`src/logic/console_pkg.sv`:
```
package console_pkg;

  // --------------------------------------------------
  // Device select decoded from the top address nibble
  // --------------------------------------------------
  typedef enum logic [3:0] {
    dev_ram,
    dev_noise,
    dev_pad,
    dev_lcd,
    dev_audio,
    dev_none
  } dev_sel_t;

  // Address field that picks the device, patterns 000x RAM, 001x noise,
  // 011x pad, 110x LCD, 111x audio, anything else is unmapped
  localparam int SEL_HI = 31;
  localparam int SEL_LO = 28;

  // --------------------------------------------------
  // Noise source
  // --------------------------------------------------
  localparam logic [31:0] LFSR_SEED = 32'h1f2e_3d4c;  // Must not be zero
  localparam logic [31:0] LFSR_TAPS = 32'h8020_0003;  // x^32 + x^22 + x^2 + x + 1

  // Buttons shifted in from the pad controller
  localparam int PAD_BITS = 8;

endpackage

```
`src/logic/pad_reader.sv`:
```
`timescale 1ns/1ps

module pad_reader
  import console_pkg::*;
#(
  parameter int PAD_HALF = 3
) (
  input  logic                clk,
  input  logic                reset,
  input  logic                start,
  input  logic                pad_data,
  output logic                busy,
  output logic [PAD_BITS-1:0] rdata,
  output logic                pad_latch,
  output logic                pad_clock
);

  localparam int TIMER_BITS = $clog2(PAD_HALF + 1);
  localparam int BIT_BITS   = $clog2(PAD_BITS + 1);

  localparam logic [1:0] PH_IDLE  = 2'd0;
  localparam logic [1:0] PH_LATCH = 2'd1;
  localparam logic [1:0] PH_HIGH  = 2'd2;
  localparam logic [1:0] PH_LOW   = 2'd3;

  logic [1:0]            phase;
  logic [TIMER_BITS-1:0] timer;
  logic [BIT_BITS-1:0]   bit_count;
  logic [PAD_BITS-1:0]   shift;
  logic                  phase_end;

  assign phase_end = timer == TIMER_BITS'(PAD_HALF - 1);
  assign busy      = phase != PH_IDLE;

  always_ff @(posedge clk) begin
    if (reset) begin
      phase     <= PH_IDLE;
      timer     <= '0;
      bit_count <= '0;
      pad_latch <= 1'b0;
      pad_clock <= 1'b0;
    end else begin
      timer <= phase_end ? '0 : timer + 1'b1;
      case (phase)
        PH_IDLE: begin
          timer <= '0;
          if (start) begin
            pad_latch <= 1'b1;
            bit_count <= '0;
            phase     <= PH_LATCH;
          end
        end
        PH_HIGH: begin
          if (phase_end) begin
            pad_clock <= 1'b0;
            phase     <= PH_LOW;
          end
        end
        default: begin  // Latch or low phase, both lead into a clock pulse
          if (phase_end) begin
            pad_latch <= 1'b0;
            if (bit_count == BIT_BITS'(PAD_BITS)) begin
              phase <= PH_IDLE;
            end else begin
              pad_clock <= 1'b1;
              bit_count <= bit_count + 1'b1;
              phase     <= PH_HIGH;
            end
          end
        end
      endcase
    end
  end

  // First bit ends up in bit zero after the last shift
  always_ff @(posedge clk) begin
    if (phase != PH_IDLE && phase != PH_HIGH && phase_end) begin
      if (bit_count == BIT_BITS'(PAD_BITS)) rdata <= shift;
      else shift <= {pad_data, shift[PAD_BITS-1:1]};
    end
  end

endmodule

```
`config.mk`:
```
export PLATFORM = sky130hd
export DESIGN_NAME = pad_reader
export DESIGN_NICKNAME = d
export VERILOG_FILES = /design/src/logic/console_pkg.sv /design/src/logic/pad_reader.sv
export SDC_FILE = /design/constraint.sdc
export NUM_CORES = 1
export LEC_CHECK = 0
export BUFFER_PORTS_ARGS = -buffer_cell sky130_fd_sc_hd__buf_4
export CORE_AREA = 2 2 46 48
export CTS_BUF_LIST = sky130_fd_sc_hd__clkbuf_4 sky130_fd_sc_hd__clkbuf_8
export DETAILED_ROUTE_END_ITERATION = 10
export DIE_AREA = 0 0 48 50
export PLACE_DENSITY = 0.82
export SYNTH_ARGS = -nofsm -noshare
export SYNTH_HDL_FRONTEND = slang
export SYNTH_SLANG_ARGS = --single-unit
```
`constraint.sdc`:
```
create_clock -name clk -period 2.2 [get_ports clk]
set_clock_uncertainty 0.1 [all_clocks]
set_input_delay 0.22 -clock clk [delete_from_list [all_inputs] [get_ports clk]]
set_output_delay 0.22 -clock clk [all_outputs]
set_load 0.01 [all_outputs]
```
## Yosys cells after proc, flatten, opt, wreduce, memory -nomap -nowiden

Index checks and enable logic that the tools add are counted.

| word-level totals | value |
|---|---|
| memories | 0 |
| memory bits (writable) | 0 |
| bits in latches | 0 |
| bits in read-only memories | 0 |
| register bits after elaboration | 26 |
| output and inout bits | 11 |
| input port bits | 4 |
| logic and storage cells | 47 |

| operators by class | value |
|---|---|
| shift-type cells | 0 |
| $lt $le $gt $ge | 0 |
| eq/ne operators | 8 |
| mux-type cells | 15 |
| bitwise operators | 3 |
| reductions and logical operators | 12 |
| multipliers | 0 |
| div/mod/pow operators | 0 |
| add/sub/neg operators | 2 |

Operator list:

| cell | number |
|---|---|
| 2-to-1 mux 4 bit | 3 |
| AND reduction 3 bit | 3 |
| 2-to-1 mux 2 bit | 4 |
| case mux 4 bit (2 select lines) | 1 |
| != test 2 bit, second input constant | 3 |
| adder 4 x 1 -> 4 bit, second input constant | 1 |
| equality test 2 bit, second input constant | 2 |
| equality test 4 bit, second input constant | 1 |
| 2-to-1 mux 1 bit | 4 |
| != test 2 x 1 -> 1 bit, second input constant | 2 |
| case mux 1 bit (2 select lines) | 2 |
| case mux 2 bit (2 select lines) | 1 |
| AND reduction 2 bit | 2 |
| AND reduction 4 bit | 1 |
| nonzero test 2 bit | 2 |
| NOT 1 bit | 3 |
| OR reduction 3 bit | 1 |
| adder 2 x 1 -> 2 bit, second input constant | 1 |
| logical AND 1 bit | 2 |
| zero test 2 bit | 1 |

## Longest topological paths before layout

| logic depth | value |
|---|---|
| depth in word-level cells | 4 |
| mapped depth | 6 |
| mapped depth without buffers | 5 |

## Least setup slack after synthesis

OpenSTA, ideal clock, no wires.

| timing path | value |
|---|---|
| path kind | reg2reg |
| start | register bit_count[0] |
| end | register shift[0], enable pin |
| cell stages (with the launch flop) | 5 |
| period minus slack after synthesis | 1.657 ns |
| data arrival time | 1.187 ns |
| setup slack | 0.543 ns |
| required time | 1.730 ns |
| buffers on the path | 0 |
| path through | dfxtp_1 -> inv_1 -> ha_1 -> and3b_1 -> nor2_1 |

| between the ends | value |
|---|---|
| word-level cells in the longest chain between the ends | 3 |

Ends and longest elaborated chain:

| item | RTL line | text |
|---|---|---|
| start, declared | pad_reader.sv:28 | `logic [BIT_BITS-1:0] bit_count;` |
| start signal, assigned | pad_reader.sv:66 | `bit_count <= bit_count + 1'b1;` |
| equality test 4 bit | pad_reader.sv:78 | `if (bit_count == BIT_BITS'(PAD_BITS)) rdata <= shift;` |
| NOT 1 bit (no line) | -- |  |
| AND reduction 2 bit (no line) | -- |  |
| end signal, assigned | pad_reader.sv:79 | `else shift <= {pad_data, shift[PAD_BITS-1:1]};` |
| end, declared | pad_reader.sv:29 | `logic [PAD_BITS-1:0] shift;` |

Every way passes these cells.
A chain may end at the register's enable or synchronous reset.

## Final worst setup path

| timing path | value |
|---|---|
| start | register bit_count[0] |
| end | register bit_count[0] |

| between the ends | value |
|---|---|
| word-level cells in the longest chain between the ends | 4 |
| elaborated cells on any way between the ends | 7 |
| classes of those cells | 1 x add/sub; 2 x eq/ne; 3 x mux; 1 x reduce/logical |

Ends and longest elaborated chain:

| item | RTL line | text |
|---|---|---|
| adder 4 x 1 -> 4 bit | pad_reader.sv:66 |  |
| 2-to-1 mux 4 bit | pad_reader.sv:62 | `if (bit_count == BIT_BITS'(PAD_BITS)) begin` |
| 2-to-1 mux 4 bit | pad_reader.sv:60 | `if (phase_end) begin` |
| case mux 4 bit (2 select lines) | pad_reader.sv:44 | `case (phase)` |

Parallel ways exist; a longest one is shown, timed or not. The select of a mux whose other input is x is not followed.

==> metrics.md <==
| Metric | Value |
|---|---|
| Status | `finished clean` |
| Syn Inst Count | `between 70 and 80` |
| Crit path largest cell delay | `0.47 ns` |
| Mapped Avg Cell Area | `13.4 um2` |
| Dpl cell area | `0.00112 mm2` |
| GRT Overall Usage | `14.6%` |
| Sink Count | `26` |
| Clock Latency Late Sink | `0.31 ns` |
| Die area | `0.00240 mm2` |
| Slowest cell on crit path | `or4_1` |
| Critical Path AT | `1.80 ns` |
| Ys async rst share | `0%` |
| First-pass GRT wire length | `2.48 mm` |
| Hold slack final | `roughly 0.050 ns` |
| DR pass1 iterations | `4` |
| Min-delay worst type | `in2reg` |
| Worst min-delay path endpoint | `pad_latch` |
| Critical Path RT | `between 2 and 2.5 ns` |
| TNS Setup | `0 ns` |
| Top-area cell type share of the netlist area | `between 40 and 50%` |
| Via count of the first global-routing pass | `about 570` |
| DRC viols | `0` |
| PD cells | `742 mW/mm2` |
| Reg2reg setup slack | `0.53 ns` |
| Pin count of the biggest net entering global routing | `16` |
| Seq/Total Area, Yosys | `just under 70%` |
| WL final | `1.52 mm` |
| Chip width | `48 um` |
| Peak supply drop | `0.574 mV` |
| CTS root buf | `clkbuf_4` |
| P&R area growth vs syn | `20.8%` |
| Number of synthesized flops with an enable pin | `16` |
| Num CTS Buffers | `3` |
| Post-synth top flop | `edfxtp_1` |
| Number of max-cap violations | `0` |
| Number of max-slew violations in the final report | `0` |
| Via density | `5.32` |
| Cell row count | `16` |
| Detailed Place HPWL | `between 1 and 1.5 mm` |
| Syn Nets | `a little over 80` |
| Worst slew pin tran | `0.341 ns` |
| Chip height | `around 50 um` |
| Layout cells sized above 1 | `22.8%` |
| WL/cell | `12.8 um` |
| Fin nets | `around 100` |
| Post-route ant nets | `0` |
| H-tree depth | `1` |
| Startpoint types | `register` |
| Tcrit/Tclk final | `about three quarters` |
| Clk pin slew, worst setup/hold paths | `0.13 ns` |
| Port Buffer Count | `14` |
| Leak | `0.435 nW` |
| GP Congestion | `about 0.76` |
| Synth Warn # | `0` |
| CP Class | `reg2reg` |
| Area of the core | `between 0.0015 and 0.002 mm2` |
| Post-synth cell types | `26` |
| Initial Util | `51.4%` |
| CP max FO | `5` |
| Initial antenna violation count | `0` |
| Worst slew margin | `between 70% and 80%` |
| CTS max path bufs | `2` |
| GRT overflow | `0` |
| Post-Syn Area | `978 um2` |
| Top cells by area, synth | `edfxtp_1 49%, dfxtp_1 20%, ha_1 5.1%, nand2_1 2.3%, a21oi_1 2.0%` |
| Iter 0 DRT Violations | `12` |
| Hold path startpoint | `reset` |
| Max Clock Freq | `601 MHz` |
| Final Cell Area | `0.00118 mm2` |
| Crit path cell chain | `inv_1 -> ha_1 -> and3b_1 -> or4_1 -> o31ai_1` |
| RSZ-0062 raised after global routing | `no` |
| Total power | `0.000877 W` |
| Vias | `633` |
| Worst reg-to-reg path cell count | `5` |
| Hold Violations, Final | `0` |
| Resized cells post-CTS | `0` |
| IO Pins | `15` |
| Setup violations, final | `0` |
| CTS tree | `yes` |
| Worst hold path cell count | `2` |
| Leading area contributor after synthesis | `edfxtp_1` |
| Reg2reg end | `bit_count[0]` |
| Crit path time final | `between 1.5 and 2 ns` |
| RR Startpoint | `bit_count[0]` |
| Antenna diode count | `0` |
| Synthesized flop and latch total | `26` |
| CP Capture Type | `register` |
==> stage by stage <==
step           cells  worst slack (ns)  utilization, %
2_1_floorplan     73             0.543               -
3_3_place_gp     114             0.675            58.9
3_5_place_dp     114             0.573            58.9
4_1_cts          119             0.526            62.2
5_1_grt          119             0.451            62.2
6_report         119             0.535            62.2
==> repair_timing <==
action,in CTS,in global routing
endpoints found under the setup margin,0,0
buffers inserted,0,0
endpoints found under the hold margin,1,0
hold buffers,1,0
==> synthesized netlist by cell type (all sizes together), types with 2 or more instances <==
library cell	number
nand3b	2
dfxtp	10
inv	5
edfxtp	16
a21oi	4
nor2	3
a311oi	2
o31ai	2
nor4	2
nand3	2
o21ai	2
buf	2
nand2	6
ha	4
==> critical path, delay by kind of cell (launching register included) <==
| family | cells | cell delay (ns) |
|---|---|---|
| adders and majority gates | 1 | 0.22 |
| AOI/OAI and AO/OA | 1 | 0.07 |
| DFF | 1 | 0.43 |
| and+or+nand+nor | 2 | 0.67 |
| buffers and inverters | 1 | 0.09 |
==> power breakdown <==
part           switching, W  internal (W)  leakage, nW
clock              0.000135      0.000184       0.0279
sequential       0.00000463      0.000518        0.225
combinational     0.0000192     0.0000163        0.182
==> cell type report <==
type,instances,area [um2]
clock buffer,3,22.5
clock inverter,1,30.0
fill,152,719
inverter,5,18.8
multi-input combinational,40,267
sequential,26,681
tap,27,33.8
timing repair buffer,17,130
==> state kept, by name (all words and copies together) (netlist names), named ones only <==
name       count
bit_count      4
pad_clock      1
pad_latch      1
phase          1
rdata          8
shift          8
timer          2
==> logic make-up after synthesis <==
group	share of synthesized area (%)
flip-flops	69.6
AND/OR/NAND/NOR	11.1
AO/OA/AOI/OAI	11.0
buffers and inverters	3.20
adder cells (fa/ha/maj)	5.12
==> how the worst max path moves through the flow <==
stage / start / endpoint / slack [ns]
5_1_grt: bit_count[0] / bit_count[0] / 0.45
3_3_place_gp: bit_count[0] / bit_count[0] / 0.68
4_1_cts: bit_count[0] / bit_count[0] / 0.53
3_5_place_dp: bit_count[0] / bit_count[0] / 0.57
6_report: bit_count[0] / bit_count[0] / 0.53
2_1_floorplan: bit_count[0] / shift[0] / 0.54
==> per-layer routing <==
| layer | share of wire, % | GRT usage [%] |
|---|---|---|
| met3 | 3.8 | 3.30 |
| met5 | 0 | 0 |
| met2 | 48 | 21.1 |
| met1 | 47 | 20.1 |
| met4 | 0.92 | 7.21 |
==> placed cells by master, fill, tap and decap left out, types with 2 or more instances in the layout <==
master,count
buf_4,16
edfxtp_1,16
dfxtp_1,10
nand2_1,6
inv_1,5
a21oi_1,4
ha_1,4
nor2_1,3
clkbuf_4,3
nand3b_1,2
o21ai_0,2
o31ai_1,2
nor4_1,2
a311oi_1,2
nand3_1,2
(Power assumes the default switching activity.)
