### config.mk
export PLATFORM = sky130hd
export DESIGN_NAME = bus_controller
export DESIGN_NICKNAME = d
export VERILOG_FILES = /design/src/logic/console_pkg.sv /design/src/logic/bus_controller.sv
export SDC_FILE = /design/constraint.sdc
export NUM_CORES = 1
export LEC_CHECK = 0
export ABC_AREA = 1
export BUFFER_PORTS_ARGS = -buffer_cell sky130_fd_sc_hd__buf_2
export CORE_ASPECT_RATIO = 0.7
export CORE_MARGIN = 1.5
export CORE_UTILIZATION = 37
export CTS_CLUSTER_DIAMETER = 100
export CTS_CLUSTER_SIZE = 24
export DETAILED_ROUTE_END_ITERATION = 16
export HOLD_SLACK_MARGIN = 0.02
export PLACE_DENSITY = 0.82
export SLEW_MARGIN = 25
export SYNTH_ARGS = -nofsm -noshare
export SYNTH_HDL_FRONTEND = slang
export SYNTH_SLANG_ARGS = --single-unit
### constraint.sdc
create_clock -name clk -period 2.4 [get_ports clk]
set_input_delay 0.48 -clock clk [delete_from_list [all_inputs] [get_ports clk]]
set_output_delay 0.48 -clock clk [all_outputs]
set_load 0.05 [all_outputs]
### src/logic/console_pkg.sv
package console_pkg;

  // --------------------------------------------------
  // Device select decoded from the top address nibble
  // --------------------------------------------------
  typedef enum logic [3:0] {
    dev_ram,
    dev_noise,
    dev_pad,
    dev_lcd,
    dev_audio,
    dev_none
  } dev_sel_t;

  // Address field that picks the device, patterns 000x RAM, 001x noise,
  // 011x pad, 110x LCD, 111x audio, anything else is unmapped
  localparam int SEL_HI = 31;
  localparam int SEL_LO = 28;

  // --------------------------------------------------
  // Noise source
  // --------------------------------------------------
  localparam logic [31:0] LFSR_SEED = 32'h1f2e_3d4c;  // Must not be zero
  localparam logic [31:0] LFSR_TAPS = 32'h8020_0003;  // x^32 + x^22 + x^2 + x + 1

  // Buttons shifted in from the pad controller
  localparam int PAD_BITS = 8;

endpackage

### src/logic/bus_controller.sv
`timescale 1ns/1ps

module bus_controller
  import console_pkg::*;
(
  input  logic                clk,
  input  logic                reset,
  input  logic                req,
  input  logic                we,
  input  logic [31:0]         addr,
  input  logic [31:0]         wdata,
  input  logic [3:0]          wstrb,
  input  logic                lcd_busy,
  input  logic                pad_busy,
  input  logic [31:0]         ram_rdata,
  input  logic [31:0]         noise_rdata,
  input  logic [PAD_BITS-1:0] pad_rdata,
  input  logic [7:0]          lcd_rdata,
  input  logic [31:0]         tone_rdata,
  output logic                ack,
  output logic [31:0]         rdata,
  output logic [SEL_LO-1:0]   offset,
  output logic [31:0]         dev_wdata,
  output logic [3:0]          dev_wstrb,
  output logic                ram_wr,
  output logic                ram_rd,
  output logic                noise_rd,
  output logic                pad_start,
  output logic                lcd_wr,
  output logic                tone_wr
);

  localparam logic [1:0] ST_IDLE  = 2'd0;
  localparam logic [1:0] ST_ISSUE = 2'd1;
  localparam logic [1:0] ST_WAIT  = 2'd2;
  localparam logic [1:0] ST_DONE  = 2'd3;

  logic [1:0]  state;
  logic        settle;      // High on the cycle the device samples its strobe
  logic        we_q;
  dev_sel_t    sel;
  dev_sel_t    sel_q;
  logic        dev_busy;
  logic [31:0] read_word;

  always_comb begin
    casez (addr[SEL_HI:SEL_LO])
      4'b000?: sel = dev_ram;
      4'b001?: sel = dev_noise;
      4'b011?: sel = dev_pad;
      4'b110?: sel = dev_lcd;
      4'b111?: sel = dev_audio;
      default: sel = dev_none;
    endcase
  end

  assign dev_busy = (sel_q == dev_pad && pad_busy) || (sel_q == dev_lcd && lcd_busy);

  always_comb begin
    case (sel_q)
      dev_ram:   read_word = ram_rdata;
      dev_noise: read_word = noise_rdata;
      dev_pad:   read_word = {{(32 - PAD_BITS){1'b0}}, pad_rdata};
      dev_lcd:   read_word = {24'b0, lcd_rdata};
      dev_audio: read_word = tone_rdata;
      default:   read_word = '0;  // Unmapped reads return zero
    endcase
  end

  // --------------------------------------------------
  // Handshake FSM
  // --------------------------------------------------
  always_ff @(posedge clk) begin
    if (reset) begin
      state     <= ST_IDLE;
      settle    <= 1'b0;
      ack       <= 1'b0;
      ram_wr    <= 1'b0;
      ram_rd    <= 1'b0;
      noise_rd  <= 1'b0;
      pad_start <= 1'b0;
      lcd_wr    <= 1'b0;
      tone_wr   <= 1'b0;
    end else begin
      ram_wr    <= 1'b0;  // Strobes last one cycle
      ram_rd    <= 1'b0;
      noise_rd  <= 1'b0;
      pad_start <= 1'b0;
      lcd_wr    <= 1'b0;
      tone_wr   <= 1'b0;
      case (state)
        ST_IDLE: if (req) state <= ST_ISSUE;
        ST_ISSUE: begin
          if (!dev_busy) begin  // Hold here while a scan or LCD write runs
            ram_wr    <= we_q && sel_q == dev_ram;
            ram_rd    <= !we_q && sel_q == dev_ram;
            noise_rd  <= !we_q && sel_q == dev_noise;
            pad_start <= we_q && sel_q == dev_pad;
            lcd_wr    <= we_q && sel_q == dev_lcd;
            tone_wr   <= we_q && sel_q == dev_audio;
            settle    <= 1'b1;
            state     <= ST_WAIT;
          end
        end
        ST_WAIT: begin
          if (settle) begin
            settle <= 1'b0;
          end else if (!(we_q && sel_q == dev_lcd && lcd_busy)) begin
            ack   <= 1'b1;
            state <= ST_DONE;
          end
        end
        default: begin
          if (!req) begin
            ack   <= 1'b0;
            state <= ST_IDLE;
          end
        end
      endcase
    end
  end

  // Request and read word registers
  always_ff @(posedge clk) begin
    if (state == ST_IDLE && req) begin
      sel_q     <= sel;
      we_q      <= we;
      offset    <= addr[SEL_LO-1:0];
      dev_wdata <= wdata;
      dev_wstrb <= wstrb;
    end
    if (state == ST_WAIT && !settle) rdata <= read_word;
  end

  ack_needs_req: assert property (@(posedge clk) disable iff (reset)
    $rose(ack) |-> $past(req));

  one_strobe: assert property (@(posedge clk) disable iff (reset)
    $onehot0({ram_wr, ram_rd, noise_rd, pad_start, lcd_wr, tone_wr}));

endmodule

# Word level (Yosys, flattened, before mapping)
# Index checks and enable logic that the tools add are counted.
word_totals:
  regBits: 111
  in_bits: 186
  output_inout_bits: 103
  elab_cells: 70
op_classes:
  eq_ne: 16
  muxes: 14
  n_bitwise: 2
  reduce_logical: 23
op_table:
  columns: ["cell", "n"]
  rows:
  - ["case mux 32 bit (5 select lines)", 1]
  - ["case mux 3 bit (5 select lines)", 1]
  - ["logical AND 1 bit", 11]
  - ["2-to-1 mux 2 bit", 5]
  - ["equality test 4 x 2 -> 1 bit, second input constant", 2]
  - ["inequality test 2 bit, second input constant", 4]
  - ["equality test 3 bit, second input constant", 2]
  - ["case mux 2 bit (3 select lines)", 1]
  - ["AND reduction 5 bit", 1]
  - ["equality test 4 x 1 -> 1 bit, second input constant", 1]
  - ["equality test 4 x 3 -> 1 bit, second input constant", 1]
  - ["zero test 4 bit", 1]
  - ["2-to-1 mux 1 bit", 4]
  - ["inequality test 4 x 1 -> 1 bit, second input constant", 1]
  - ["case mux 1 bit (2 select lines)", 2]
  - ["AND reduction 4 bit", 1]
  - ["equality test 3 x 1 -> 1 bit, second input constant", 1]
  - ["equality test 3 x 2 -> 1 bit, second input constant", 1]
  - ["zero test 3 bit", 1]
  - ["OR reduction 3 bit", 1]
  - ["equality test 2 x 1 -> 1 bit, second input constant", 1]
  - ["equality test 2 bit, second input constant", 1]
  - ["zero test 1 bit", 2]
  - ["zero test 2 bit", 1]
  - ["6 further kinds", 7]

# Depth between registers and ports, before layout
logic_depth:
  word_depth: 6
  ltp_mapped: 9
  mapped_depth_nobuf: 9

# Worst setup path after synthesis
# No wires, ideal clock.
synth_path:
  path_type: "flip-flop to flip-flop"
  start: "register state[0]"
  end: "register rdata[0], enable pin"
  setup_ns: 0.421
  arrival_ns: 2.008
  t_required_ns: 1.979
  slack_ns: -0.029
  path_stages_with_launch: 5
  n_path_buf: 0
  period_less_slack_ns: 2.429
  path_cell_list: "dfxtp_1 > inv_1 > ha_1 > inv_1 > nor2_1"
synth_between:
  elab_chain_len: 2
synth_rtl:
  columns: ["item", "line_no", "source"]
  rows:
  - ["from (decl)", "bus_controller.sv:38", "logic [1:0] state;"]
  - ["from (signal assigned)", "bus_controller.sv:75", "state <= ST_IDLE;"]
  - ["from (signal assigned)", "bus_controller.sv:92", "ST_IDLE: if (req) state <= ST_ISSUE;"]
  - ["from (signal assigned)", "bus_controller.sv:102", "state <= ST_WAIT;"]
  - ["equality test 2 bit", "bus_controller.sv:132", "if (state == ST_WAIT && !settle) rdata <= read_word;"]
  - ["logical AND 1 bit", "bus_controller.sv:132", null]
  - ["to (signal assigned)", "bus_controller.sv:132", null]
  - ["to (decl)", "bus_controller.sv:21", "output logic [31:0] rdata,"]
# Every way passes these cells.
# A chain may end at the register's enable or synchronous reset.

# Worst setup path in the final report
layout_path:
  start: "register sel_q[1]"
  end: "register rdata[3] (data pin)"
layout_between:
  elab_chain_len: 2
  word_cells_on_any_way: 6
  classes_between: "eq/ne (4); mux (1); reduce/logical (1)"
layout_rtl:
  columns: ["item", "line_no", "source"]
  rows:
  - ["from (decl)", "bus_controller.sv:42", "dev_sel_t sel_q;"]
  - ["from (signal assigned)", "bus_controller.sv:126", "sel_q <= sel;"]
  - ["equality test 4 x 3 -> 1 bit, or another cell as far along", "bus_controller.sv:60", "case (sel_q)"]
  - ["case mux 32 bit (5 select lines) *", "bus_controller.sv:60", null]
  - ["via read_word[3]", "bus_controller.sv:44", "logic [31:0] read_word;"]
# The timed path passes the listed nets; every way through them passes the cells marked *.

==> reports/qor.csv <==
metric,value,unit
1st-pass router iterations,4,
reg2reg end,rdata[3]$_DFFE_PP_,
"Core Util, Final",55.5,%
Worst Hold Class,in2reg,
crit path max fanout,32,
synth unique cells,21,
Worst path slowest cell,edfxtp_1,
clock root cell,clkbuf_16,
RSZ-0062 raised after global routing,false,
Max clock buf depth,2,
post_cts resized,0,
"Largest stage delay, worst path",0.49,ns
Worst Path Arrival,1.90,ns
"Seq/Total Area, Yosys",76.3,%
"commonest non-fill, non-tap cells in the layout","buf_2, nand2_1, edfxtp_1",
Nets,819,
R2R depth,7,
FMAX,588,MHz
clk_lat worst skew,0.34,ns
"Net Count, Synth",527,
Core Footprint,11100,sq um
I/O Pins,289,
Die Y,92.1,um
sequential power share,41.6,%
Worst slew margin,58.9,%
total gr overflow,0,
Remaining DRCs,0,
R2R Setup Slk,0.70,ns
Tmin final,1.70,ns
All-Layer GR Usage,19.1,%
Yosys reg bits,110,
CP required,2.60,ns
Mapped Cells,338,
Sw Share,41.0,%
fin crit share,70.8,%
hold_ws,0.305,ns
Hold Path Sink,offset[7]$_DFFE_PP_,
"Clk pin slew, worst setup/hold paths",0.08,ns
count of pins over their slew limit,0,
final hold violation count,0,
NetSw,2.72,mW
Chip Width,130,um
Synth area leader,edfxtp_1,
final antenna-violating net count,0,
H-tree depth,3,
Worst Skew,0.0124,ns
Post-CTS Setup Inserts,0,
pin count of the biggest net entering global routing,69,
dpl hpwl,9.38,mm
Layout area overhead,46.2,%
# rows,32,
final wirelength,11.8,mm
ant diodes,0,
initial antenna violation count,0,
Num Clock Sinks,110,
hold buffers post-CTS,0,
area share of the largest cell type after synthesis,71.5,%
nature of the critical path startpoint,flop,
"leading cell type in the layout, fill and taps excluded",buf_2,
Setup TNS,0,ns
CTS tree,done,
PD cells,1080,nW/um^2
synth top area cells,"edfxtp_1, nand2_1, dfxtp_1, nand3_1, nor2_1",
IO Port Bufs,287,
vias per inst,4.72,
clock power share,21.8,%
Worst Setup Path Type,reg2reg,
WL/cell,15.0,um
Max VDD drop,543,uV
Placer Congestion,0.953,
drt first-iter violations,255,
outcome,"complete, no violations",
area of the die,12000,sq um
Leakage,2.84,nW
share of layout cells above drive strength 1,49.4,%
internal power,3.91,mW
Max-cap violations,0,
number of CTS-inserted buffers,9,
Mapped Area,4200,sq um
Finish-stage setup viols,0,
Worst-Margin Slew,0.615,ns
DR vias,3717,
crit-path cells,nor2_1 -> nand2_1 -> inv_2 -> nand2_1 -> nand2_1 -> a21oi_1 -> nand3_1,
Synth Warn #,0,
Hold Startpoint,addr[7],
"Avg Cell Area, Syn",12.4,sq um
Logic pwr share,36.6,%
crit end category,flop,
R2R Path Start,sel_q[1]$_DFFE_PP_,
Initial Util,38.0,%
first-pass GRT wire length,17.4,mm
hold path cells,1,
vias in the first global route,3638,
Worst path most repeated cell,nand2_1,
power by group through the flow:
stage / logic [mW] / registers, mW / clock network (mW)
after floorplan: 0.594 / 3.97 / 0
after global placement: 2.37 / 2.79 / 0
after detailed placement: 2.43 / 2.81 / 0
after CTS: 2.43 / 2.77 / 1.50
after global routing: 2.59 / 2.80 / 1.56
final: 2.43 / 2.76 / 1.44
cells by family after synthesis:
| group | share of synthesized area [%] |
|---|---|
| AND/OR/NAND/NOR | 18.4 |
| flip-flops | 76.3 |
| buffers and inverters | 2.23 |
| AO/OA/AOI/OAI | 2.20 |
| adder cells (fa/ha/maj) | 0.894 |
worst max-delay path, delay by kind of cell (launching register included):
kind	cells	cell delay (ns)
AOI/OAI and AO/OA	1	0.04
and+or+nand+nor	5	0.59
DFF	1	0.49
buffers and inverters	1	0.42
through the flow:
stage,cells,total power [mW],cell area (sq um),setup slack (ns)
6_report,788,6.63,6140,0.701
5_1_grt,788,6.95,6140,0.487
4_1_cts,788,6.70,6140,0.719
3_5_place_dp,772,5.24,5830,0.742
3_3_place_gp,772,5.16,5830,0.791
2_1_floorplan,338,4.56,4200,0.0331
per-layer routing:
| metal | vias to the layer above | track usage (%) | routed length, um |
|---|---|---|---|
| li1 | 1755 | - | - |
| met1 | 1730 | 21.2 | 4440 |
| met2 | 196 | 33.7 | 6060 |
| met3 | 36 | 6.18 | 999 |
| met4 | 0 | 7.51 | 337 |
| met5 | - | 0 | 0 |
final cells by class:
type	instances	area, sq um
sequential	110	3200
timing repair buffer	291	1480
multi-input combinational	205	911
inverter	13	48.8
fill	964	4910
clock inverter	7	78.8
tap	153	191
clock buffer	9	225
synth_stat cells:
cell	n
clkbuf_1	4
nand4_1	5
inv_1	11
a22oi_1	3
inv_2	2
nor2_4	1
nor2_1	18
nand2_2	1
o21ai_0	3
buf_2	6
nor3_2	1
a21oi_1	8
o21ba_1	1
nor4_1	1
dfxtp_1	10
nand2_1	125
o21ai_1	1
nand3_1	31
ha_1	3
edfxtp_1	100
nor3_1	3
registers in the layout (all words and copies together), names as in the netlist, 2 cells and up:
signal     flops
dev_wdata     32
rdata         32
offset        28
dev_wstrb      4
sel_q          3
state          2
worst max-delay path by stage:
stage	startpoint	endpoint	slack, ns	depth (start not counted)
CTS	sel_q[1]$_DFFE_PP_	rdata[3]$_DFFE_PP_	0.72	7
global placement	sel_q[1]$_DFFE_PP_	rdata[3]$_DFFE_PP_	0.79	7
detailed placement	sel_q[1]$_DFFE_PP_	rdata[3]$_DFFE_PP_	0.74	7
finish	sel_q[1]$_DFFE_PP_	rdata[3]$_DFFE_PP_	0.70	7
floorplan	state[0]$_SDFFE_PP0P_	dev_wdata[0]$_DFFE_PP_	0.03	4
global route	sel_q[1]$_DFFE_PP_	rdata[7]$_DFFE_PP_	0.49	7
Power figures use the tool's default switching activity.
