<file path="config.mk">
export PLATFORM = sky130hd
export DESIGN_NAME = noise_source
export DESIGN_NICKNAME = d
export VERILOG_FILES = /design/src/logic/console_pkg.sv /design/src/logic/noise_source.sv
export SDC_FILE = /design/constraint.sdc
export NUM_CORES = 1
export LEC_CHECK = 0
export ABC_CLOCK_PERIOD_IN_PS = 1000
export BUFFER_PORTS_ARGS = -buffer_cell sky130_fd_sc_hd__buf_2
export CAP_MARGIN = 20
export CORE_ASPECT_RATIO = 0.5
export CORE_MARGIN = 3
export CORE_UTILIZATION = 54
export CTS_BUF_LIST = sky130_fd_sc_hd__clkbuf_4
export DETAILED_ROUTE_END_ITERATION = 12
export PLACE_DENSITY = 0.84
export SYNTH_ARGS = -nofsm -noshare
export SYNTH_HDL_FRONTEND = slang
export SYNTH_SLANG_ARGS = --single-unit
</file>
<file path="constraint.sdc">
create_clock -name clk -period 1 [get_ports clk]
set_clock_uncertainty 0.1 [all_clocks]
set_input_delay 0.15 -clock clk [delete_from_list [all_inputs] [get_ports clk]]
set_output_delay 0.15 -clock clk [all_outputs]
set_load 0.01 [all_outputs]
</file>
<file path="src/logic/console_pkg.sv">
package console_pkg;

  // --------------------------------------------------
  // Device select decoded from the top address nibble
  // --------------------------------------------------
  typedef enum logic [3:0] {
    dev_ram,
    dev_noise,
    dev_pad,
    dev_lcd,
    dev_audio,
    dev_none
  } dev_sel_t;

  // Address field that picks the device, patterns 000x RAM, 001x noise,
  // 011x pad, 110x LCD, 111x audio, anything else is unmapped
  localparam int SEL_HI = 31;
  localparam int SEL_LO = 28;

  // --------------------------------------------------
  // Noise source
  // --------------------------------------------------
  localparam logic [31:0] LFSR_SEED = 32'h1f2e_3d4c;  // Must not be zero
  localparam logic [31:0] LFSR_TAPS = 32'h8020_0003;  // x^32 + x^22 + x^2 + x + 1

  // Buttons shifted in from the pad controller
  localparam int PAD_BITS = 8;

endpackage

</file>
<file path="src/logic/noise_source.sv">
`timescale 1ns/1ps

module noise_source
  import console_pkg::*;
(
  input  logic        clk,
  input  logic        reset,
  input  logic        rd,
  output logic [31:0] rdata
);

  logic [31:0] state;
  logic [31:0] next_state;

  // Galois form, shift right and fold the taps in when a one drops out
  assign next_state = state[0] ? ((state >> 1) ^ LFSR_TAPS) : (state >> 1);

  // The controller latches after the step, so a read returns the new state
  always_ff @(posedge clk) begin
    if (reset) begin
      state <= LFSR_SEED;
    end else if (rd) begin
      state <= next_state;
    end
  end

  assign rdata = state;

  never_zero: assert property (@(posedge clk) disable iff (reset) state != '0);

endmodule

</file>
Word-level counts from Yosys, hierarchy flattened:

Index checks and enable logic that the tools add are counted.

* input bits: 3
* bits in registers: 32

* multiplexer cells: 1
* bitwise operators: 1

Operator list (number)
* 32-bit 2-to-1 mux: 1
* 3-bit inverter with 4-bit output: 1

Longest topological paths before layout:

Gate-level depths: netlist (run 1).

* depth in word-level cells: 2
* mapped depth: 4
* gate-level depth less buffers: 2

Least setup slack after synthesis (run 1):

Ideal clock, no wire load.

* path kind: register -> register
* from: register state[0] (netlist: rdata[0])
* to: register state[0] (netlist: rdata[0])
* cell stages (with the launch flop): 3
* slack: 0.111 ns
* required time: 0.834 ns
* data arrival time: 0.723 ns
* path buffers: 0
* setup time: 0.066 ns
* cells stage by stage: dfxtp_1 > a21bo_2 > a21oi_2

* cells in the longest elaborated chain, start to end: 1

Ends and longest elaborated chain
* start, declared: RTL line noise_source.sv:12 `logic [31:0] state;`
* start signal, assigned: RTL line noise_source.sv:23 `state <= next_state;`
* 32-bit 2-to-1 mux: RTL line noise_source.sv:16 `assign next_state = state[0] ? ((state >> 1) ^ LFSR_TAPS) : (state >> 1);`

No other way between the ends.
A chain may end at the register's enable or synchronous reset.

Worst setup path after layout (run 1):

* from: register state[0] (netlist: rdata[0])
* to: output rdata[0]

RTL lines
* end, declared: RTL line noise_source.sv:9 `output logic [31:0] rdata`

No word-level cell between the ends.

==> flow_metrics.env, run 1 <==
export IMPL_critPathCaptureType="output pin"
export IMPL_rsz0062_at_grt="yes"
export IMPL_postRouteWirelength_mm=3.390
export IMPL_core_area_um2=2357
export IMPL_synth_most_common_cell="dfxtp_1"
export IMPL_fin_crit_sh=1.056
export IMPL_synth_enable_flop_cells=0
export IMPL_final_area_um2=1974
export IMPL_grt_pass1_wl_mm=5.409
export IMPL_via_per_inst=4.749
export IMPL_hold_class="in2reg"
export IMPL_ys_seq_elements=32
export IMPL_io_pins=35
export IMPL_path_clk_slew_ns=0.11
export IMPL_synthTopCellsByCount="dfxtp_1 (32), buf_4 (30), mux2i_1 (29)"
export IMPL_die_height_um=42.36
export IMPL_r2r_cells=3
export IMPL_synth_area_leaders="dfxtp_1 (45%), mux2i_1 (20%), buf_4 (16%), nand2_1 (4.2%), nor2_1 (3.7%)"
export IMPL_cts_inserted_buffers=5
export IMPL_whs_ns=0.03778
export IMPL_initial_core_util=0.6056
export IMPL_fillCellCount=124
export IMPL_crit_fanout=2
export IMPL_min_from="reset"
export IMPL_hold_path_depth=3
export IMPL_r2r_end="rdata[0]"
export IMPL_leakage_nw=0.9479
export IMPL_syn_num_nets=139
export IMPL_p_per_area_nw_per_um2=1364
export IMPL_syn2layout_area_growth_pct=38.30
export IMPL_r2r_slack_ns=-0.04
export IMPL_max_vdd_ir_drop_mv=1.000
export IMPL_num_antenna_cells=0
export IMPL_synth_flop_cell="dfxtp_1"
export IMPL_yosys_warnings=0
export IMPL_wl_per_cell_um=15.77
export IMPL_overflow=0
export IMPL_min_to="rdata[28]"
export IMPL_multi_input_area_um2=490.5
export IMPL_drive_above_1_share=0.6444
export IMPL_cts_buffer_depth=2
export IMPL_floorplan_die_area_um2=3334
export IMPL_period_needed_ns=1.056
export IMPL_htree_levels=2
export IMPL_first_global_vias=1095
export IMPL_grt_max_degree=23
export IMPL_worst_path_max_delay_cell="dfxtp_4"
export IMPL_cp_num_buf_inv=1
export IMPL_fin_util=0.8376
export IMPL_regArea_um2=685.7
export IMPL_cp_required_ns=0.75
export IMPL_final_max_slew_viol_count=0
export IMPL_max_slew_margin=0.8488
export IMPL_violations="setup timing"
export IMPL_clock_sinks=32
export IMPL_ys_types=18
export IMPL_async_flop_share=0
export IMPL_clk_latency_ns=0.32
export IMPL_slowest_delay_ns=0.36
export IMPL_placed_cell_area_um2=1404
export IMPL_fp_dieW_um=78.72
export IMPL_root_buffer="clkbuf_4"
export IMPL_cts_tree="yes"
export IMPL_tightest_slew_ns=0.2204
export IMPL_ys_seq_area_frac=0.4487
export IMPL_vias=1021
export IMPL_routabilityCongestion=0.7189
export IMPL_setup_violations=32
export IMPL_ant_nets=0
export IMPL_largest_reg_flops=32
export IMPL_synthCells=136
export IMPL_critPathKind="reg2out"
export IMPL_yosysTopAreaCell="dfxtp_1"
export IMPL_timing_final_ws_setup_ns=-0.05567
export IMPL_syn_cell_area_um2=1428
export IMPL_io_buffers=34
export IMPL_antenna_found_initial=0
export IMPL_worstReg2RegStart="rdata[0]"
export IMPL_firstDrtPassIters=4
export IMPL_crit_path_start_kind="flip-flop"
export IMPL_crit_family="flip-flops"
export IMPL_rows=12
export IMPL_hold_viol_final=0
export IMPL_synth_area_per_cell_um2=10.50
export IMPL_status="complete, but fails checks"
export IMPL_fmax_mhz=947.3
export IMPL_nNetsFinal=183
export IMPL_crit_path_cell_trace="buf_6"
export IMPL_maxCapViolations=0
export IMPL_hpwlAfterDp_mm=1.692
export IMPL_worstPathArrival_ns=0.81
export IMPL_drtIter0Drc=44
export IMPL_grtUsageTotal=0.2150
export IMPL_synth_top_area_frac=0.4487
export IMPL_drc=0
-- kinds of logic (layout without fill, tap and decap cells) --
group | Yosys count | in the layout | synth area share
simple gates | 32 | 32 | 0.09641
mux | 29 | 29 | 0.2033
xor+xnor | 2 | 2 | 0.01227
buf+inv | 37 | 81 | 0.2130
flops | 32 | 32 | 0.4487
compound gates | 4 | 4 | 0.02630
-- how the worst max path moves through the flow --
stage / from / to / slack, ns / cells after the start
detailed placement: rd / rdata[24] / -0.007 / 4
floorplan: rdata[0] / rdata[0] / 0.11 / 2
global placement: rd / rdata[15] / 0.04 / 4
finish: rdata[0] / rdata[0] / -0.06 / 1
CTS: rdata[1] / rdata[1] / -0.06 / 1
global route: rdata[0] / rdata[0] / -0.09 / 1
-- through the flow --
stage	setup TNS, ns	power (mW)	setup slack, ns	std cells
after floorplan	0	1.738	0.1112	136
after global placement	0	1.746	0.04000	174
after detailed placement	-0.007199	1.757	-0.007199	174
after CTS	-1.116	2.652	-0.05555	214
after global routing	-1.897	2.810	-0.08636	215
final	-0.7581	2.693	-0.05567	215
-- report_power, final --
part,switching [mW],leakage (nW),internal (mW)
registers,0.0559,0.264,1.36
logic,0.236,0.653,0.329
clock network,0.426,0.0315,0.286
-- layout make-up --
type	instances	share of cell area
Clock buffer	6	0.02281
Multi-Input combinational cell	67	0.2484
Sequential cell	32	0.3473
Clock inverter	1	0.002535
Tap cell	35	0.02218
Timing Repair Buffer	73	0.3549
Inverter	1	0.001901
-- cell usage in the layout (no fill, tap or decap) --
cell type / count
buf_6: 34
a211oi_2: 1
nand2_1: 16
clkinv_2: 1
dfxtp_4: 2
nor2_1: 14
xnor2_2: 1
a31oi_1: 1
nand3b_4: 1
buf_4: 33
inv_2: 1
dfxtp_2: 30
buf_2: 2
a21oi_2: 1
nor3_1: 1
a21bo_2: 1
clkbuf_4: 6
dlygate4sd3_1: 2
buf_12: 2
mux2i_1: 29
xnor2_1: 1
-- per-layer routing --
layer	global-route usage	wire length [um]	part of all wire	up-vias
met4	0.05226	0	0	0
li1	-	-	-	504
met1	0.2510	1476	0.44	480
met5	0	0	0	-
met2	0.3946	1709	0.50	37
met3	0.05579	204	0.060	0
-- timing repair --
| item | in CTS | in global routing |
|---|---|---|
| pin swaps | 1 | 0 |
| cloned | 0 | 0 |
| setup endpoints to repair | 33 | 35 |
| endpoints found under the hold margin | 5 | 0 |
| resized for setup | 66 | 3 |
| setup buffers | 31 | 1 |
| hold buffers | 2 | 0 |
Note: power is estimated with default switching activity, not from simulation.
==> run 2: changes to the inputs <==
--- a/config.mk
+++ b/config.mk
@@ -5,7 +5,7 @@
 export SDC_FILE = /design/constraint.sdc
 export NUM_CORES = 1
 export LEC_CHECK = 0
-export ABC_CLOCK_PERIOD_IN_PS = 1000
+export ABC_CLOCK_PERIOD_IN_PS = 1200
 export BUFFER_PORTS_ARGS = -buffer_cell sky130_fd_sc_hd__buf_2
 export CAP_MARGIN = 20
 export CORE_ASPECT_RATIO = 0.5
==> constraint.sdc (replaced) <==
create_clock -name clk -period 1.2 [get_ports clk]
set_clock_uncertainty 0.1 [all_clocks]
set_input_delay 0.18 -clock clk [delete_from_list [all_inputs] [get_ports clk]]
set_output_delay 0.18 -clock clk [all_outputs]
set_load 0.1 [all_outputs]
==> run 2 against run 1 <==
Against the previous run: critical path depth unchanged; routed wire length increased by 8.1%; flip-flop and latch count unchanged; worst setup slack improved by 0.043 ns; register-to-register slack improved by 0.16 ns; die area unchanged; the run still ends with setup timing left; first-iteration DRC count increased by 4.5%; worst hold slack improved by 0.021 ns; cell count decreased by 10%; combinational power increased by 63%.
==> flow_metrics.env, run 2 (synthesis gave the netlist of run 1 again) <==
export IMPL_status="complete, but fails checks"
export IMPL_violations="setup timing"
export IMPL_maxCapViolations=0
export IMPL_overflow=0
export IMPL_clock_sinks=32
export IMPL_worstPathArrival_ns=0.93
export IMPL_drc=0
export IMPL_drtIter0Drc=46
export IMPL_leakage_nw=0.9699
export IMPL_largest_reg_flops=32
export IMPL_critPathCaptureType="output pin"
export IMPL_layout_common_cells="buf_12 (34), dfxtp_4 (31), mux2i_1 (29)"
export IMPL_max_slew_margin=0.7990
export IMPL_cts_inserted_buffers=5
export IMPL_routabilityCongestion=0.7293
export IMPL_grt_pass1_wl_mm=4.864
export IMPL_startpoint="rdata[0]"
export IMPL_routedLengthMet1_mm=1.416
export IMPL_num_antenna_cells=0
export IMPL_floorplan_die_area_um2=3334
export IMPL_rows=12
export IMPL_final_common_cell="buf_12"
export IMPL_r2r_end="rdata[1]"
export IMPL_hold_viol_final=0
export IMPL_route_met2_wl_mm=1.872
export IMPL_antenna_found_initial=0
export IMPL_final_max_slew_viol_count=0
export IMPL_timing_final_ws_setup_ns=-0.01310
export IMPL_nNetsFinal=160
export IMPL_period_needed_ns=1.213
export IMPL_path_clk_slew_ns=0.12
export IMPL_whs_ns=0.05885
export IMPL_cts_hold_buf=0
export IMPL_core_area_um2=2357
export IMPL_rsz0062_at_grt="yes"
export IMPL_r2r_cells=3
export IMPL_crit_family="flip-flops"
export IMPL_cp_endpoint="rdata[0]"
export IMPL_r2r_slack_ns=0.12
export IMPL_crit_path_start_kind="flip-flop"
export IMPL_pre_cts_slack_ns=0.1643
export IMPL_postRouteWirelength_mm=3.664
export IMPL_fin_crit_sh=1.011
export IMPL_slowest_delay_ns=0.41
export IMPL_critPathKind="reg2out"
export IMPL_setup_violations=2
export IMPL_cts_tree="yes"
export IMPL_crit_fanout=4
export IMPL_fillCellCount=72
export IMPL_crit_path_cell_trace="buf_12"
export IMPL_io_buffers=34
export IMPL_top_layer_used="met4"
export IMPL_syn2layout_area_growth_pct=51.62
export IMPL_io_pins=35
export IMPL_clk_latency_ns=0.34
export IMPL_hold_class="in2reg"
export IMPL_grtUsageTotal=0.2006
export IMPL_fmax_mhz=824.3
export IMPL_setup_tns_ns=-0.01866
export IMPL_cp_depth=1
export IMPL_initial_core_util=0.6056
export IMPL_p_per_area_nw_per_um2=1371
export IMPL_via_per_inst=5.326
export IMPL_firstDrtPassIters=7
export IMPL_vias=1028
export IMPL_cp_required_ns=0.92
export IMPL_root_buffer="clkbuf_4"
export IMPL_drive_above_1_share=0.6013
export IMPL_wl_met3_um=279
export IMPL_grt_max_degree=21
export IMPL_first_global_vias=931
export IMPL_worst_path_max_delay_cell="dfxtp_4"
export IMPL_die_height_um=42.36
export IMPL_cts_buffer_depth=2
export IMPL_fp_dieW_um=78.72
export IMPL_max_vdd_ir_drop_mv=1.167
export IMPL_tightest_slew_ns=0.3011
export IMPL_cp_num_buf_inv=1
export IMPL_ant_nets=0
export IMPL_hpwlAfterDp_mm=1.816
export IMPL_htree_levels=2
export IMPL_worstReg2RegStart="rdata[0]"
export IMPL_wl_per_cell_um=18.98
run 2: how the worst min path moves through the flow:
stage                end  start  slack [ns]  depth (start not counted)
2_1_floorplan   rdata[1]  reset        0.29                          2
3_3_place_gp   rdata[15]  reset        0.38                          2
4_1_cts        rdata[16]  reset        0.02                          2
5_1_grt        rdata[23]  reset        0.05                          2
3_5_place_dp   rdata[22]  reset        0.39                          2
6_report       rdata[23]  reset        0.06                          2
run 2: routing by layer:
metal | vias up | GRT usage
li1 | 454 | -
met1 | 501 | 0.2320
met2 | 61 | 0.3255
met3 | 12 | 0.08155
met4 | 0 | 0.09408
met5 | - | 0
run 2: stage by stage:
stage                     total power, mW    util  area, um^2  instances
after floorplan                     1.862       -        1431        136
after global placement              2.075  0.7946        1873        172
after detailed placement            2.093  0.7946        1873        172
after CTS                           2.942  0.8514        2007        181
after global routing                3.064  0.9183        2165        193
final                               2.967  0.9183        2165        193
run 2: timing repair:
| item | CTS | global route |
|---|---|---|
| pin swaps | 0 | 0 |
| cloned | 0 | 0 |
| setup buffers | 1 | 12 |
| setup endpoints to repair | 32 | 31 |
| gates resized for setup | 33 | 27 |
| hold endpoints to repair | 0 | 0 |
run 2: final cells by class:
cell class | count | area [um^2] | area share
clock buffers | 6 | 45.04 | 0.02081
clock inverters | 2 | 35.03 | 0.01618
inverters | 1 | 3.754 | 0.001734
multi-input cells | 67 | 483.0 | 0.2231
flip-flops and latches | 32 | 758.2 | 0.3503
well taps | 35 | 43.79 | 0.02023
repair buffers | 50 | 795.8 | 0.3676
run 2: where the power goes:
group	switching, mW	internal (mW)	leakage [nW]
Combinational	0.583	0.340	0.651
Clock	0.405	0.460	0.0456
Sequential	0.0827	1.10	0.274
Total	1.07	1.90	0.970
