File: src/logic/lcd_writer.sv
`timescale 1ns/1ps

module lcd_writer #(
  parameter int LCD_PULSE = 4
) (
  input  logic       clk,
  input  logic       reset,
  input  logic       wr,
  input  logic       rs_sel,
  input  logic [7:0] wdata,
  output logic       busy,
  output logic [7:0] rdata,
  output logic [7:0] lcd_data,
  output logic       lcd_rs,
  output logic       lcd_enable
);

  localparam int CNT_BITS = $clog2(2 * LCD_PULSE) + 1;

  logic [CNT_BITS-1:0] count;

  // --------------------------------------------------
  // Enable pulse, then the same again as hold time
  // --------------------------------------------------
  always_ff @(posedge clk) begin
    if (reset) begin
      busy       <= 1'b0;
      lcd_enable <= 1'b0;
      count      <= '0;
    end else if (busy) begin
      count <= count + 1'b1;
      if (count == CNT_BITS'(LCD_PULSE - 1)) lcd_enable <= 1'b0;
      if (count == CNT_BITS'(2 * LCD_PULSE - 1)) busy <= 1'b0;
    end else if (wr) begin
      busy       <= 1'b1;
      lcd_enable <= 1'b1;
      count      <= '0;
    end
  end

  always_ff @(posedge clk) begin
    if (wr && !busy) begin
      lcd_data <= wdata;
      lcd_rs   <= rs_sel;  // Odd address selects the data register
    end
  end

  assign rdata = lcd_data;

  enable_in_busy: assert property (@(posedge clk) disable iff (reset)
    lcd_enable |-> busy);

endmodule

File: config.mk
export PLATFORM = sky130hd
export DESIGN_NAME = lcd_writer
export DESIGN_NICKNAME = d
export VERILOG_FILES = /design/src/logic/lcd_writer.sv
export SDC_FILE = /design/constraint.sdc
export NUM_CORES = 1
export LEC_CHECK = 0
export BUFFER_PORTS_ARGS = -buffer_cell sky130_fd_sc_hd__buf_2
export CAP_MARGIN = 10
export CORE_MARGIN = 2
export CORE_UTILIZATION = 38
export DETAILED_ROUTE_END_ITERATION = 16
export PLACE_DENSITY = 0.72
export SLEW_MARGIN = 20
export SYNTH_ARGS = -nofsm -noshare
export SYNTH_HDL_FRONTEND = slang
export SYNTH_SLANG_ARGS = --single-unit
File: constraint.sdc
create_clock -name clk -period 1.1 [get_ports clk]
set_input_delay 0.165 -clock clk [delete_from_list [all_inputs] [get_ports clk]]
set_output_delay 0.165 -clock clk [all_outputs]
set_load 0.01 [all_outputs]
Word level (Yosys, flattened, before mapping)
Cells that the tools add are included.
Cells by class
  $add $sub $neg: 1
  equal/unequal tests: 3
  reduce and logical (&&, ||, !) cells: 4
  muxes and demuxes: 8
Operators by type and width (number)
  $mux 4: 2
  $mux 1: 6
  $add 4x1->4 const B: 1
  $eq 4x2->1 const B: 1
  $eq 4x3->1 const B: 1
  $ne 2x1->1 const B: 1
  $reduce_and 2->1: 1
  $reduce_bool 2->1: 1
  $logic_and 1x1->1: 1
  $logic_not 1->1: 1
Storage, ports and cells
  flip-flop bits (word level): 15
  logic and storage cells: 21
  output and inout port bits: 19
  input port bits: 12

Depth between registers and ports, before layout
Gate-level depths: netlist of run 1.
  depth after elaboration: 3
  mapped depth: 4
  depth with buffers taken out: 4

Worst setup path before layout of run 1
Ideal clock, no wire load.
  path kind: flip-flop to flip-flop
  start point: register busy
  end point: register lcd_enable
  setup slack: -0.082 ns
  path buffers: 1
  setup time: 0.088 ns
  period minus slack after synthesis: 1.182 ns
  stages on the path, launching flop included: 5
  data required time: 1.012 ns
  arrival: 1.094 ns
  cell sequence: dfxtp_1 buf_6 nor2b_2 nor2_1 a311oi_2
Between the ends
  word-level cells in the longest chain between the ends: 2
  elaborated cells on any way between the ends: 4
  classes of those cells: eq/ne (1); mux (1); reduce/logical (2)
Ends and longest elaborated chain
  start: declaration: line 11  | output logic busy,
  start signal: assignment: line 27  | busy <= 1'b0;
  start signal: assignment: line 33  | if (count == CNT_BITS'(2 * LCD_PULSE - 1)) busy <= 1'b0;
  start signal: assignment: line 35  | busy <= 1'b1;
  $ne 2x1->1 (no source line) / $reduce_bool 2->1 (equally long branches)
  $reduce_and 2->1 (no source line)
  end signal: assignment: line 28  | lcd_enable <= 1'b0;
  end signal: assignment: line 32  | if (count == CNT_BITS'(LCD_PULSE - 1)) lcd_enable <= 1'b0;
  end signal: assignment: line 36  | lcd_enable <= 1'b1;
  end: declaration: line 15  | output logic lcd_enable
Parallel ways exist; a longest one is shown, timed or not.
A chain may end at the register's enable or synchronous reset.

Worst setup path in the final report of run 1
  start point: register count[0]
  end point: register count[2]
Between the ends
  word-level cells in the longest chain between the ends: 2
Ends and longest elaborated chain
  start: declaration: line 20  | logic [CNT_BITS-1:0] count;
  start signal: assignment: line 31  | count <= count + 1'b1;
  $add 4x1->4: line 31
  $mux 4: line 30  | end else if (busy) begin
No other way between the ends.

==> flow_summary.json, run 1 <==
{
  "run_status": "finished, final reports clean",
  "finalNonFillerCells": 90,
  "postRouteWirelength_um": 999,
  "tritoncts": "yes",
  "clk_transition_reported_paths_ns": 0.09,
  "worst_ep_required_time_ns": 1.30,
  "dieWidth_um": 44.29,
  "setup_repair_after_global_routing_missed_its_margin": "no",
  "grt_use_total_pct": 11.04,
  "cts.sink_count": 15,
  "clock.fmax_mhz": 992.4,
  "finalCritPeriodShare_pct": 91.61,
  "final-setup-viol-count": 0,
  "worst_ir_drop_vdd_mv": 0.6075,
  "first_global_vias": 371,
  "critical_path.max_stage_delay_ns": 0.35,
  "grt_max_degree": 10,
  "tightest_slew_ns": 0.2092,
  "drt_pass_1_iters": 4,
  "syn-cell-area_um2": 616.8,
  "syn-instance-count": 46,
  "design.die.area_mm2": 0.001962,
  "antenna_left": 0,
  "finalWeightedCongestion": 0.7859,
  "cts.repair_timing.setup_buffer_count": 0,
  "p_leak_nw": 0.3343,
  "initial_cell_density_of_the_core_pct": 40.95,
  "layout_commonest_cell": "buf_2",
  "post_synth.cell_area_avg_um2": 13.41,
  "critPathKind": "reg2reg",
  "layout.cells.most_common_list": "buf_2, edfxtp_1, dfxtp_1",
  "synth.yosys.warnings": 0,
  "power.density_cell_area_mw_per_mm2": 1403,
  "placed_cells_incl_taps": 86,
  "dpl_worst_slack_ns": 0.05715,
  "cp-start-kind": "flip-flop",
  "drc": 0,
  "period_needed_ns": 1.008,
  "cts-buffers-inserted": 3,
  "antenna-diode-count": 0,
  "post_route_cells_drive_above_1_share_pct": 56.76,
  "max-cap-violations": 0,
  "cts_buffer_depth": 2,
  "critical-path-top-delay-family": "flip-flops",
  "fp.dieH_um": 44.29,
  "antenna_found_initial": 0,
  "synth_to_layout_area_growth_pct": 25.15,
  "slowest_stage": "dfxtp_1",
  "reg2regPathDepth": 4,
  "port_buffers": 30,
  "post-route-worst-setup-slack_ns": 0.09233,
  "critPathBufInv": 1,
  "clock-skew-final_ns": 0.003183,
  "critical_path.cell_chain": "ha_1 > inv_1 > a21oi_1 > a211oi_1",
  "layout.cell_area.non_filler_um2": 772.0,
  "nets": 88,
  "ys_seq_elements": 15,
  "clock-root-buffer": "clkbuf_4",
  "grt_first_pass_wirelength_um": 1511,
  "max_slew_margin_pct": 85.96,
  "crit_fanout": 4,
  "finalMaxSlewViolations": 0,
  "dpl-instance-area_um2": 743.2,
  "core_area_mm2": 0.001506,
  "synth-seq-area-share_pct": 63.29,
  "worstHoldPathType": "in2reg",
  "final-hold-violation-count": 0,
  "setup_total_negative_slack_ns": 0,
  "place.detailed.hpwl_um": 817.7,
  "avgViaCountPerCell": 4.833,
  "synth.net_count": 59,
  "critical_path_arrival_ns": 1.21,
  "clock_insertion_delay_worst_skew_ns": 0.28,
  "ctsHtreeMaxLevel": 1,
  "worst-path-stages": 4,
  "post_drt_wl_per_cell_um": 11.10,
  "timing.critical_path.to_type": "flip-flop",
  "initialDrtViolationCount": 8,
  "hold_depth": 1,
  "via_count": 435,
  "synth.lib_cells_used.distinct": 20,
  "rows": 14,
  "top_level_ports": 31,
  "globalRoute.totalOverflow": 0
}
flip-flops by register name, summed over array words and instances, names as in the netlist:
| name | flops |
|---|---|
| lcd_data | 8 |
| lcd_rs | 1 |
| count | 4 |
| busy | 1 |
| lcd_enable | 1 |
Yosys cell counts (all sizes together):
library cell	n	area share, %
buf	9	12
edfxtp	9	44
dfxtp	6	19
nor2	4	3.7
a21oi	3	2.4
a311oi	2	3.9
inv	2	1.2
nand3	2	1.6
nor2b	2	3.7
a211oi	1	1.2
a31oi	1	1.0
ha	1	2.0
mux2i	1	1.6
nand2	1	0.61
nand4	1	1.0
nor3b	1	1.2
repair_timing:
item / CTS / global route
hold buffers: 0 / 0
gates resized for setup: 0 / 1
endpoints found under the setup margin: 0 / 2
cells by family (layout without fill, tap and decap cells):
group / count (synthesis) / count (layout) / synth area share (%)
multiplexers: 1 / 1 / 1.623
AND/OR/NAND/NOR: 11 / 11 / 11.76
flip-flops: 15 / 15 / 63.29
buffers and inverters: 11 / 39 / 12.78
AO/OA/AOI/OAI: 7 / 7 / 8.519
adder cells (fa/ha/maj): 1 / 1 / 2.028
metrics by stage:
step           hold WS, ns  power [W]  utilization (%)
3_3_place_gp        0.3421  0.0007899            49.34
6_report           0.05382   0.001083            51.25
3_5_place_dp        0.3434  0.0007948            49.34
5_1_grt            0.03499   0.001142            51.25
2_1_floorplan       0.2329  0.0007427                -
4_1_cts            0.04363   0.001101            51.16
final timing paths:
path                                            start               endpoint  slack, ns
worst max-delay path            count[0]$_SDFFE_PP0P_  count[2]$_SDFFE_PP0P_       0.09
worst min-delay path                           rs_sel       lcd_rs$_DFFE_PP_       0.05
worst max register to register  count[0]$_SDFFE_PP0P_  count[2]$_SDFFE_PP0P_       0.09
worst min register to register  count[3]$_SDFFE_PP0P_  count[3]$_SDFFE_PP0P_       0.52
per-layer routing:
| layer | share of wire [%] | GRT usage, % |
|---|---|---|
| met1 | 37 | 12.01 |
| met2 | 50 | 18.53 |
| met3 | 11 | 4.490 |
| met4 | 2.1 | 5.455 |
| met5 | 0 | 0 |
power breakdown:
part	switching [W]	internal [W]
Combinational	0.0000691	0.0000672
Sequential	0.0000165	0.000627
Clock	0.000168	0.000135
layout make-up:
class,count,area (um2)
Sequential cell,15,391.6
Clock inverter,1,5.005
Clock buffer,3,22.52
Timing Repair Buffer,33,172.7
Fill cell,139,734.5
Inverter,2,7.507
Tap cell,16,20.02
Multi-Input combinational cell,20,152.6
Power figures use the tool's default switching activity.
==> run 2: changes to the inputs <==
BUFFER_PORTS_ARGS = -buffer_cell sky130_fd_sc_hd__buf_4   (was -buffer_cell sky130_fd_sc_hd__buf_2)
RECOVER_POWER = 100   (was not set)
SLEW_MARGIN = not set   (was 20)
==> run 2 against run 1 <==
  * Die area unchanged
  * Non-clock buffer count did not move
  * Clock skew fell by 0.0010 ns
  * Register-to-register slack is essentially flat
  * Worst setup slack got worse by 0.013 ns
  * Worst hold slack gained 0.030 ns
  * Sequential share of layout area is 0.41 points higher
  * First-iteration DRC count shrank 25%
  * Sequential power is 0.6% higher
  * Largest cell class unchanged
==> flow_summary.json, run 2 (synthesis results as in run 1) <==
{
  "run_status": "finished, final reports clean",
  "worst_ir_drop_vdd_mv": 0.7915,
  "critical_path.cell_chain": "buf_4",
  "cts.sink_count": 15,
  "layout_commonest_cell": "clkbuf_1",
  "sequentialPowerShare_pct": 60.0,
  "routed-wl-met2_um": 494,
  "post-route-util_pct": 51.00,
  "worstHoldPathType": "in2reg",
  "reg2reg_setup_slack_ns": 0.09,
  "clock_insertion_delay_worst_skew_ns": 0.27,
  "dieWidth_um": 44.29,
  "largest_register_ffs": 8,
  "fp.dieH_um": 44.29,
  "post-layout-total-power_w": 0.001079,
  "crit-reg2reg-capture": "count[2]$_SDFFE_PP0P_",
  "cts-buffers-inserted": 3,
  "port_buffers": 30,
  "biggestRegsByFlops": "lcd_data x8, count x4",
  "final-hold-violation-count": 0,
  "via_count": 434,
  "critical_path_arrival_ns": 0.86,
  "core_area_mm2": 0.001506,
  "drt_pass_1_iters": 2,
  "max_slew_margin_pct": 82.44,
  "postRouteWirelength_um": 1069,
  "p_sw_share_pct": 23.13,
  "clockPowerShare_pct": 28.0,
  "cp-endpoint": "busy",
  "critical-path-top-delay-family": "flip-flops",
  "routed.top_layer": "met3",
  "p_int_w": 0.0008296,
  "max-cap-violations": 0,
  "finalWeightedCongestion": 0.7671,
  "critPathKind": "reg2out",
  "p_leak_nw": 0.2786,
  "top_level_ports": 31,
  "place.detailed.hpwl_um": 842.2,
  "critical_path.max_stage_delay_ns": 0.43,
  "setup_total_negative_slack_ns": 0,
  "antenna_left": 0,
  "most_flop_heavy_register": "lcd_data",
  "initialDrtViolationCount": 6,
  "finalMaxSlewViolations": 0,
  "tightest_slew_ns": 0.2616,
  "finalCritPeriodShare_pct": 92.75,
  "switchingPower_w": 0.0002497,
  "worst_ep_required_time_ns": 0.94,
  "final-setup-viol-count": 0,
  "clock-root-buffer": "clkbuf_4",
  "period_needed_ns": 1.020,
  "antenna-diode-count": 0,
  "reg2regPathDepth": 3,
  "post_drt_wl_per_cell_um": 11.88,
  "critPathLaunch": "busy$_SDFF_PP0_",
  "tritoncts": "yes",
  "clock.fmax_mhz": 980.1,
  "globalRoute.totalOverflow": 0,
  "grt_max_degree": 9,
  "ctsHoldBuffers": 0,
  "clock-skew-final_ns": 0.002146,
  "first_global_vias": 364,
  "timing.critical_path.to_type": "primary output",
  "synth_to_layout_area_growth_pct": 24.54,
  "initial_cell_density_of_the_core_pct": 40.95,
  "cts_buffer_depth": 2,
  "slowest_stage": "dfxtp_2",
  "routedLengthMet1_um": 447,
  "power.density_cell_area_mw_per_mm2": 1405,
  "clk_transition_reported_paths_ns": 0.08,
  "layout.cells.most_common_list": "clkbuf_1, clkbuf_4, edfxtp_1",
  "ctsHtreeMaxLevel": 1,
  "nets": 88,
  "drc": 0,
  "timing.rr.start": "busy$_SDFF_PP0_",
  "worst-path-stages": 1,
  "grt_use_total_pct": 11.51,
  "critPathBufInv": 1,
  "design.die.area_mm2": 0.001962,
  "antenna_found_initial": 0,
  "avgViaCountPerCell": 4.822,
  "post_route_cells_drive_above_1_share_pct": 32.43,
  "rows": 14,
  "route.met3.wl_um": 127,
  "grt_first_pass_wirelength_um": 1607,
  "pwr-share-comb_pct": 12.0,
  "cp-start-kind": "flip-flop",
  "crit_fanout": 7,
  "setup_repair_after_global_routing_missed_its_margin": "no"
}
## run 2: stage by stage
stage,worst slack [ns],hold WS (ns),cell area [um2],std cells
4_1_cts,0.05755,0.05114,845.8,90
3_3_place_gp,0.04935,0.3433,818.3,86
2_1_floorplan,0.03539,0.2329,621.8,46
6_report,0.07974,0.08371,768.2,90
5_1_grt,0.02097,0.06593,768.2,90
3_5_place_dp,0.01033,0.3443,818.3,86
## run 2: how the worst min path moves through the flow
stage / from / endpoint / slack (ns) / cells past startpoint
final: wdata[1] / lcd_data[1]$_DFFE_PP_ / 0.08 / 1
after global routing: wdata[0] / lcd_data[0]$_DFFE_PP_ / 0.07 / 1
after CTS: wdata[1] / lcd_data[1]$_DFFE_PP_ / 0.05 / 1
after detailed placement: wdata[4] / lcd_data[4]$_DFFE_PP_ / 0.34 / 1
after global placement: rs_sel / lcd_rs$_DFFE_PP_ / 0.34 / 1
after floorplan: reset / lcd_enable$_SDFFE_PP0P_ / 0.23 / 1
## run 2: metal layers
metal  track usage [%]  vias up
met5                 0        -
met1             13.72      199
met2             19.41       22
met3             4.082        0
met4             3.636        0
li1                  -      213
## run 2: power groups by stage
stage | registers (W) | clock network [W] | logic (W)
6_report | 0.000648 | 0.000302 | 0.000130
4_1_cts | 0.000649 | 0.000319 | 0.000168
2_1_floorplan | 0.000666 | 0 | 0.0000766
5_1_grt | 0.000651 | 0.000339 | 0.000143
3_3_place_gp | 0.000660 | 0 | 0.000164
3_5_place_dp | 0.000661 | 0 | 0.000168
## run 2: timing repair
item / CTS / global route
setup buffers: 0 / 0
cloned: 0 / 0
endpoints found under the setup margin: 1 / 1
resized for setup: 1 / 2
## run 2: area by class of cell
| class | count | area (um2) |
|---|---|---|
| tap | 16 | 20.02 |
| clock buffer | 4 | 26.28 |
| fill | 149 | 738.2 |
| inverter | 2 | 7.507 |
| multi-input combinational | 20 | 150.1 |
| sequential | 15 | 392.9 |
| timing repair buffer | 33 | 171.4 |
